### src/rtl/mergePkg.sv
`default_nettype none

package mergePkg;

    localparam int DataW    = 32;
    localparam int NumLanes = 16;
    localparam int LaneIdxW = 4;
    localparam int DelayW   = 16;
    localparam int AddrW    = 8;
    localparam int StrbW    = DataW / 8;
    localparam int CountW   = 5;  // Wide enough to hold NumLanes itself.

    localparam logic [AddrW-1:0] RegCtrl     = 8'h00;
    localparam logic [AddrW-1:0] RegDelay    = 8'h04;
    localparam logic [AddrW-1:0] RegStatus   = 8'h08;
    localparam logic [AddrW-1:0] RegCount    = 8'h0C;
    localparam logic [AddrW-1:0] RegChecksum = 8'h10;

    localparam logic [1:0] RespOkay   = 2'b00;
    localparam logic [1:0] RespSlvErr = 2'b10;

    // Lane k lives at index k.
    typedef logic [NumLanes-1:0][DataW-1:0] laneVecT;

    typedef struct packed {
        logic              start;
        logic [DelayW-1:0] delay;
    } mergeCfgT;

    typedef struct packed {
        logic              busy;
        logic              done;
        logic [CountW-1:0] count;
        logic [DataW-1:0]  checksum;
    } mergeStatT;

    typedef struct packed {
        logic [AddrW-1:0] awaddr;
        logic             awvalid;
        logic [DataW-1:0] wdata;
        logic [StrbW-1:0] wstrb;
        logic             wvalid;
        logic             bready;
        logic [AddrW-1:0] araddr;
        logic             arvalid;
        logic             rready;
    } axiLiteReqT;

    typedef struct packed {
        logic             awready;
        logic             wready;
        logic [1:0]       bresp;
        logic             bvalid;
        logic             arready;
        logic [DataW-1:0] rdata;
        logic [1:0]       rresp;
        logic             rvalid;
    } axiLiteRspT;

    typedef enum logic [1:0] {Idle, Wait, Emit} mergeStateT;
    typedef enum logic {WrIdle, WrResp} axiWrStateT;
    typedef enum logic {RdIdle, RdResp} axiRdStateT;

endpackage

`default_nettype wire

### src/rtl/mergeRegs.sv
`timescale 1ns/1ns
`default_nettype none

module mergeRegs (
    input  wire                  clk,
    input  wire                  rst,
    input  wire mergePkg::axiLiteReqT axiReq,
    output mergePkg::axiLiteRspT axiRsp,
    input  wire                  busy,
    input  wire mergePkg::mergeStatT  stat,
    output mergePkg::mergeCfgT   cfg
);
    import mergePkg::*;

    axiWrStateT        wrState;
    axiRdStateT        rdState;
    logic [DelayW-1:0] delayReg;
    logic              startPend;
    logic              startReg;
    logic [1:0]        bresp;
    logic [1:0]        rresp;
    logic [DataW-1:0]  rdata;
    logic              wrAccept;
    logic              rdAccept;
    logic              wrMapped;
    logic              rdMapped;
    logic [DataW-1:0]  rdMux;

    // Address and data are taken together, one write at a time.
    assign wrAccept = (wrState == WrIdle) && axiReq.awvalid && axiReq.wvalid;
    assign rdAccept = (rdState == RdIdle) && axiReq.arvalid;

    always_comb begin
        case (axiReq.awaddr)
            RegCtrl, RegDelay, RegStatus, RegCount, RegChecksum: wrMapped = 1'b1;
            default: wrMapped = 1'b0;
        endcase
    end

    always_comb begin
        rdMapped = 1'b1;
        rdMux    = '0;
        case (axiReq.araddr)
            RegCtrl:     rdMux = '0;  // Control is write-only and reads as zero.
            RegDelay:    rdMux = DataW'(delayReg);
            RegStatus:   rdMux = DataW'({stat.done, busy});
            RegCount:    rdMux = DataW'(stat.count);
            RegChecksum: rdMux = stat.checksum;
            default:     rdMapped = 1'b0;
        endcase
    end

    always_ff @(posedge clk or posedge rst) begin
        if (rst) begin
            wrState <= WrIdle;
            bresp   <= RespOkay;
        end else begin
            case (wrState)
                WrIdle: begin
                    if (wrAccept) begin
                        wrState <= WrResp;
                        bresp   <= wrMapped ? RespOkay : RespSlvErr;
                    end
                end
                WrResp: begin
                    if (axiReq.bready) begin
                        wrState <= WrIdle;
                    end
                end
                default: wrState <= WrIdle;
            endcase
        end
    end

    always_ff @(posedge clk or posedge rst) begin
        if (rst) begin
            delayReg <= '0;
        end else if (wrAccept && axiReq.awaddr == RegDelay) begin
            // Only the two low byte lanes exist in this register.
            for (int b = 0; b < DelayW / 8; b++) begin
                if (axiReq.wstrb[b]) begin
                    delayReg[b*8 +: 8] <= axiReq.wdata[b*8 +: 8];
                end
            end
        end
    end

    // The start request is held one edge, so the pulse appears one cycle after acceptance.
    always_ff @(posedge clk or posedge rst) begin
        if (rst) begin
            startPend <= 1'b0;
            startReg  <= 1'b0;
        end else begin
            startPend <= wrAccept && (axiReq.awaddr == RegCtrl) && axiReq.wdata[0];
            startReg  <= startPend;
        end
    end

    always_ff @(posedge clk or posedge rst) begin
        if (rst) begin
            rdState <= RdIdle;
            rresp   <= RespOkay;
        end else begin
            case (rdState)
                RdIdle: begin
                    if (rdAccept) begin
                        rdState <= RdResp;
                        rresp   <= rdMapped ? RespOkay : RespSlvErr;
                    end
                end
                RdResp: begin
                    if (axiReq.rready) begin
                        rdState <= RdIdle;
                    end
                end
                default: rdState <= RdIdle;
            endcase
        end
    end

    always_ff @(posedge clk) begin
        if (rdAccept) begin
            rdata <= rdMux;  // Unmapped addresses already give zero here.
        end
    end

    always_comb begin
        axiRsp         = '0;
        axiRsp.awready = wrAccept;
        axiRsp.wready  = wrAccept;
        axiRsp.bresp   = bresp;
        axiRsp.bvalid  = (wrState == WrResp);
        axiRsp.arready = (rdState == RdIdle);
        axiRsp.rdata   = rdata;
        axiRsp.rresp   = rresp;
        axiRsp.rvalid  = (rdState == RdResp);
    end

    assign cfg = '{start: startReg, delay: delayReg};

    bHeldUntilReady: assert property (@(posedge clk) disable iff (rst)
        axiRsp.bvalid && !axiReq.bready |=> axiRsp.bvalid && $stable(axiRsp.bresp))
        else $error("Write response dropped before bready.");

endmodule

`default_nettype wire

### src/rtl/skewLine.sv
`timescale 1ns/1ns
`default_nettype none

module skewLine (
    input  wire                    clk,
    input  wire                    rst,
    input  wire mergePkg::laneVecT lanes,
    output mergePkg::laneVecT      skewed
);
    import mergePkg::*;

    // Lane 0 has no delay at all.
    assign skewed[0] = lanes[0];

    // Lane k runs through k registers, so the lanes form a triangle of
    // 1 + 2 + ... + 15 stages.
    for (genvar k = 1; k < NumLanes; k++) begin : gLane
        logic [DataW-1:0] taps [k];

        always_ff @(posedge clk or posedge rst) begin
            if (rst) begin
                for (int i = 0; i < k; i++) begin
                    taps[i] <= '0;
                end
            end else begin
                taps[0] <= lanes[k];
                for (int i = 1; i < k; i++) begin
                    taps[i] <= taps[i-1];
                end
            end
        end

        assign skewed[k] = taps[k-1];  // Oldest stage feeds the merge unit.
    end

endmodule

`default_nettype wire

### src/rtl/laneMerge.sv
`timescale 1ns/1ns
`default_nettype none

module laneMerge (
    input  wire                        clk,
    input  wire                        rst,
    input  wire mergePkg::mergeCfgT    cfg,
    input  wire mergePkg::laneVecT     skewed,
    output logic [mergePkg::DataW-1:0] outData,
    output logic                       outValid,
    output logic                       busy
);
    import mergePkg::*;

    mergeStateT          state;
    logic [DelayW-1:0]   delayCnt;
    logic [LaneIdxW-1:0] laneCnt;
    logic                lastLane;

    assign lastLane = (laneCnt == LaneIdxW'(NumLanes - 1));
    assign busy     = (state != Idle);

    // With delay d the unit waits d cycles and then spends one edge per lane.
    // A zero delay goes straight to Emit.
    always_ff @(posedge clk or posedge rst) begin
        if (rst) begin
            state    <= Idle;
            delayCnt <= '0;
            laneCnt  <= '0;
            outValid <= 1'b0;
        end else if (cfg.start) begin
            state    <= (cfg.delay == '0) ? Emit : Wait;
            delayCnt <= cfg.delay - 1'b1;  // Unused when the delay is zero.
            laneCnt  <= '0;
            outValid <= 1'b0;
        end else begin
            outValid <= 1'b0;
            case (state)
                Wait: begin
                    if (delayCnt == '0) begin
                        state <= Emit;
                    end else begin
                        delayCnt <= delayCnt - 1'b1;
                    end
                end
                Emit: begin
                    outValid <= 1'b1;
                    laneCnt  <= laneCnt + 1'b1;
                    if (lastLane) begin
                        state <= Idle;
                    end
                end
                default: state <= Idle;
            endcase
        end
    end

    // The skew line has already aligned lane k with this edge.
    always_ff @(posedge clk) begin
        if (state == Emit && !cfg.start) begin
            outData <= skewed[laneCnt];
        end
    end

    validOnlyFromEmit: assert property (@(posedge clk) disable iff (rst)
        outValid |-> $past(state) == Emit)
        else $error("outValid raised without an Emit cycle.");

    noLaneWrap: assert property (@(posedge clk) disable iff (rst)
        state == Emit && !cfg.start |=> state != Emit || laneCnt != '0)
        else $error("Lane counter wrapped while emitting.");

endmodule

`default_nettype wire

### src/rtl/sweepMonitor.sv
`timescale 1ns/1ns
`default_nettype none

module sweepMonitor (
    input  wire                        clk,
    input  wire                        rst,
    input  wire                        start,
    input  wire [mergePkg::DataW-1:0]  outData,
    input  wire                        outValid,
    output mergePkg::mergeStatT        stat
);
    import mergePkg::*;

    logic [CountW-1:0] count;
    logic [DataW-1:0]  checksum;
    logic              done;

    always_ff @(posedge clk or posedge rst) begin
        if (rst) begin
            count    <= '0;
            checksum <= '0;
            done     <= 1'b0;
        end else if (start) begin
            count    <= '0;
            checksum <= '0;
            done     <= 1'b0;
        end else if (outValid) begin
            count    <= count + 1'b1;
            checksum <= checksum + outData;  // Wraps modulo 2^32.
            if (count == CountW'(NumLanes - 1)) begin
                done <= 1'b1;
            end
        end
    end

    // Busy is reported by the merge unit, not here.
    assign stat = '{busy: 1'b0, done: done, count: count, checksum: checksum};

    countInRange: assert property (@(posedge clk) disable iff (rst)
        count <= CountW'(NumLanes))
        else $error("More words seen than there are lanes.");

endmodule

`default_nettype wire

### src/rtl/mergeTop.sv
`timescale 1ns/1ns
`default_nettype none

module mergeTop (
    input  wire                        clk,
    input  wire                        rst,
    input  wire mergePkg::axiLiteReqT  axiReq,
    output mergePkg::axiLiteRspT       axiRsp,
    input  wire mergePkg::laneVecT     lanes,
    output logic [mergePkg::DataW-1:0] outData,
    output logic                       outValid
);
    import mergePkg::*;

    mergeCfgT  cfg;
    mergeStatT stat;
    laneVecT   skewed;
    logic      busy;

    mergeRegs regs0 (
        .clk    (clk),
        .rst    (rst),
        .axiReq (axiReq),
        .axiRsp (axiRsp),
        .busy   (busy),
        .stat   (stat),
        .cfg    (cfg)
    );

    skewLine skew0 (
        .clk    (clk),
        .rst    (rst),
        .lanes  (lanes),
        .skewed (skewed)
    );

    laneMerge merge0 (
        .clk      (clk),
        .rst      (rst),
        .cfg      (cfg),
        .skewed   (skewed),
        .outData  (outData),
        .outValid (outValid),
        .busy     (busy)
    );

    // The monitor watches the same stream that leaves the top.
    sweepMonitor monitor0 (
        .clk      (clk),
        .rst      (rst),
        .start    (cfg.start),
        .outData  (outData),
        .outValid (outValid),
        .stat     (stat)
    );

endmodule

`default_nettype wire

### config.mk
export PLATFORM = sky130hd
export DESIGN_NAME = mergeTop
export DESIGN_NICKNAME = d
export VERILOG_FILES = /design/src/rtl/mergePkg.sv /design/src/rtl/mergeRegs.sv /design/src/rtl/skewLine.sv /design/src/rtl/laneMerge.sv /design/src/rtl/sweepMonitor.sv /design/src/rtl/mergeTop.sv
export SDC_FILE = /design/constraint.sdc
export NUM_CORES = 2
export LEC_CHECK = 0
export ABC_CLOCK_PERIOD_IN_PS = 224600
export BUFFER_PORTS_ARGS = -buffer_cell sky130_fd_sc_hd__buf_2
export CAP_MARGIN = 25
export CORE_MARGIN = 2
export CORE_UTILIZATION = 50
export DETAILED_ROUTE_END_ITERATION = 10
export PLACE_DENSITY = 0.68
export SLEW_MARGIN = 20
export SYNTH_ARGS = -nofsm -noshare
export SYNTH_HDL_FRONTEND = slang
export SYNTH_SLANG_ARGS = --single-unit
### constraint.sdc
create_clock -name clk -period 224.6 [get_ports clk]
set_clock_uncertainty 0.15 [all_clocks]
set_input_delay 22.46 -clock clk [delete_from_list [all_inputs] [get_ports clk]]
set_output_delay 22.46 -clock clk [all_outputs]
set_load 0.01 [all_outputs]
; ---- Yosys cells after proc, flatten, opt, wreduce, memory -nomap -nowiden
; Index checks and enable logic that the tools add are counted.
[word_totals]
ff_bits = 3989
in_bits = 571
out_inout_bits = 74
[classes]
add_sub_neg = 5
n_lt_le_gt_ge = 1
eq_ne = 15
n_mux = 32
n_bitwise = 2
n_reduce_logical = 26
[op_table]
columns = op, count
row1 = $bmux 32 s4, 1
row2 = $pmux 32 s4, 1
row3 = $mux 32, 3
row4 = $mux 16, 3
row5 = $add 32x32->32, 1
row6 = $eq 8x4->1 const B, 4
row7 = $logic_not 16->1, 2
row8 = $sub 16x1->16 const B, 2
row9 = $eq 8x3->1 const B, 2
row10 = $eq 8x5->1 const B, 2
row11 = $logic_not 8->1, 2
row12 = $reduce_and 2->1, 7
row13 = $mux 2, 6
row14 = $mux 1, 11
row15 = $mux 5, 2
row16 = $reduce_bool 2->1, 5
row17 = $reduce_or 5->1, 2
row18 = $mux 4, 2
row19 = $logic_and 1x1->1, 7
row20 = $ne 3x2->1 const B, 2
row21 = $add 5x1->5 const B, 1
row22 = $eq 5x4->1 const B, 1
row23 = $lt 4x5->1 const B, 1
row24 = $add 4x1->4 const B, 1
row25 = other kinds (8), 10

; ---- Depth between registers and ports, before layout
[depth]
word_depth = 5
depth_mapped = 13

; ---- Cells and area by module
; A second synthesis with hierarchy kept.
[unflattened]
cells_unflattened = 5502
hier_area_um2 = 112115.0
[by_module_without_submodules]
columns = mod, instances, cells_each, area_per_inst_um2
row1 = skewLine, 1, 4321, 99699.4
row2 = laneMerge, 1, 624, 6677.7
row3 = sweepMonitor, 1, 383, 3358.2
row4 = mergeRegs, 1, 174, 2379.8

; ---- Worst setup path before layout
; No wires, ideal clock.
[synth_timing]
path_type = input to output
startpoint = input axiReq[11] in the netlist's numbering
endpoint = output axiRsp[39] in the netlist's numbering
arrival_ns = 22.776
required_ns = 201.990
path_slack_ns = 179.214
path_stages = 3
path_cell_list = nand3_1 -> inv_1 -> buf_4
[synth_via]
elab_chain_cells = 1
[synth_rtl]
columns = item, line_no
row1 = start: declaration, mergeTop.sv:7  ; input wire mergePkg::axiLiteReqT axiReq,
row2 = $logic_and 1x1->1, mergeRegs.sv:30  ; assign wrAccept = (wrState == WrIdle) && axiReq.awvalid && axiReq.wvalid;
row3 = end: declaration, mergeTop.sv:8  ; output mergePkg::axiLiteRspT axiRsp,
; No other way between the ends.

==> flow_metrics.tcl <==
set metrics [dict create \
    status "finished, violations left" \
    failed_checks "antenna rules" \
    gp_congestion 0.828 \
    rsz0062_at_grt "no" \
    clk_pin_slew_ns 0.08 \
    ant_nets 1 \
    yosys.area_share.simple_pct 1.06 \
    drt_wl_total_um 222000 \
    cts.sinks 3987 \
    drt_first_iter_violations 3020 \
    crit_path_max_fanout 4 \
    highest-signal-layer "met5" \
    nets 6379 \
    first_pass_iters 5 \
    syn_avg_cell_area_um2 22.6 \
    place_inst 8220 \
    synth_xor_area_share_pct 0.479 \
    drc_errors 0 \
    ir_worst_vdd_mv 0.0107 \
    dp_hpwl_um 118000 \
    synthTopCellsByArea "dfrtp_1, mux4_2, edfxtp_1, ha_1, xnor2_1" \
    cap_violations 0 \
    synth_top_family_by_area "multiplexers" \
    worstHoldStart "skew0.gLane[15].taps[309]" \
    layout_commonest_cell "dfrtp_1" \
    start_kind "input port" \
    yosysTopAreaCellShare_pct 91.0 \
    path_cells "buf_2 -> nand3_1 -> inv_1 -> buf_2" \
    hold_viol 0 \
    vias_per_cell 4.79 \
    worst_slack_ns 178.99 \
    worstSetupPathType "in2out" \
    startpoint "axiReq[48]" \
    cp.arrival_ns 23.00 \
    cts_buffers 380 \
    synth_seq_cells 3987 \
    wl_met1_um 87200 \
    tightest_slew_ns 1.03 \
    whs_ns 0.137 \
    cpMostUsedCell "buf_2" \
    grt-ovfl-total 0 \
    layout_common_cells "dfrtp_1, buf_2, clkbuf_16" \
    reg2reg_from "regs0.startReg" \
    postCtsSetupBuffers 0 \
    finalSetupViolCount 0 \
    met2WireLength_um 119000 \
    synth_compound_area_share_pct 1.10 \
    synth_mux_area_share_pct 3.77 \
    clk_latency_ns 1.00 \
    grt_max_degree 193 \
    min_period_ns 45.61 \
    die_w_um 468 \
    die_area_um2 219000 \
    fin_area_um2 128000 \
    track_usage_pct 21.0 \
    wl_met3_um 9680 \
    finalCritPeriodShare_pct 20.3 \
    synthCells 4771 \
    synth_adder_area_share_pct 0.425 \
    syn_to_final_growth_pct 18.6 \
    htreeDepth 5 \
    std_cell_rows 170 \
    io_pins 645 \
    place_ws_ns 179.02 \
    synth_edf_count 64 \
    grt_pass1_vias 50379 \
    slew_headroom_pct 31.3 \
    max-clock-path-buffers 4 \
    die_h_um 468 \
    cts_resized 0 \
    hp-class "reg2reg" \
    final.setup.tns_ns 0 \
    yosys_warnings 0 \
    synth_cell_type_count 77 \
    crit_slowest_cell "buf_2" \
    num_vias 42745 \
    antenna_found_initial 58 \
    core_um2 215000 \
    p_leak_uw 0.0583 \
    end_kind "primary output" \
    grt_pass1_wl_um 335000 \
    fin_cells 8927 \
    crit_path_max_incr_delay_ns 0.21 \
    ys_seq_area_share_pct 92.8 \
    rr_worst_depth 11 \
    async_reset_ff_share_pct 98.4 \
    clockRootBuffer "clkbuf_16" \
    synth_flop_cell "dfrtp_1" \
    required_ns 201.99 \
    drive_gt1_share_pct 24.8 \
    placed_area_um2 115000 \
    io_buffer_count 624 \
    wl_per_cell_um 24.9 \
    p_per_area_nw_per_um2 11.8 \
    slew_violations 0 \
    worstHoldPathCells 0 \
    initial_core_util_pct 50.3 \
    netlist_area_um2 108000 \
    synth_top_area_cell "dfrtp_1" \
    cts_hold_buf 0 \
    fmax_ghz 0.0219 \
    cts_tree "done" \
]
==> metal layers <==
layer  up-vias  global-route usage, %
li1      17682                      -
met1     23579                   27.4
met2      1123                   36.0
met3       353                   3.80
met4         8                   7.36
met5         -                      0
==> critical path: cells and delay by family <==
kind	cells	cell delay (ns)
buffers and inverters	3	0.41
and+or+nand+nor	1	0.12
==> cell type report <==
type	count	area, um2
repair buffers	689	3940
clock inverters	145	1820
fillers	14098	86700
inverters	20	82.6
diodes	25	62.6
clock buffers	529	11000
well taps	2838	3550
flip-flops and latches	3987	100000
multi-input cells	694	7400
==> Yosys cell counts (13+ instances only) <==
master       n
and2_1      18
nor2_1      76
ha_1        35
nand2_1     38
a21o_1      13
edfxtp_1    64
inv_1       20
nor3_1      14
buf_2       18
mux2_2      18
nand2b_1    14
o21ai_0     31
mux2i_1     26
a21oi_1     41
dfrtp_1   3923
xnor2_1     35
clkbuf_1    34
xor2_1      24
mux4_2     160
==> path summary, 6_finish.rpt <==
path / to / slack, ns
hold / removal: skew0.gLane[15].taps[277] / 0.14
setup reg to reg: merge0.delayCnt[14] / 221.01
min in group asynchronous: skew0.gLane[15].taps[450] / 21.49
hold reg to reg: skew0.gLane[15].taps[277] / 0.14
setup / recovery: axiRsp[39] / 178.99
max in group asynchronous: skew0.skewed[424] / 196.74
==> power breakdown <==
part           switching, uW  leakage, uW  total (uW)  internal, uW
clock network            272      0.00633         656           384
registers               19.0       0.0465         777           758
logic                   48.8      0.00547        81.8          32.9
total                    340       0.0583        1510          1180
==> cells by family after synthesis <==
| logic type | count (synthesis) |
|---|---|
| and+or+nand+nor | 224 |
| other | 1 |
| adders and majority gates | 36 |
| buffers and inverters | 91 |
| AOI/OAI and AO/OA | 169 |
| xor gates and xnor gates | 59 |
| muxes | 204 |
| DFF | 3987 |
==> through the flow <==
step                util (%)  power (uW)
floorplan                  -         845
global placement        53.5         865
detailed placement      53.5         871
CTS                     59.5        1530
global route            59.6        1580
finish                  59.6        1510
==> sequential cells by signal (all words and copies together), names as in the netlist, 2 cells and up <==
signal / flops
skew0.gLane.taps: 3392
skew0.skewed: 448
merge0.outData: 32
monitor0.checksum: 32
regs0.rdata: 32
merge0.delayCnt: 16
regs0.delayReg: 16
monitor0.count: 5
merge0.laneCnt: 4
merge0.state: 2
No activity file was read; power rests on OpenSTA's default activity.
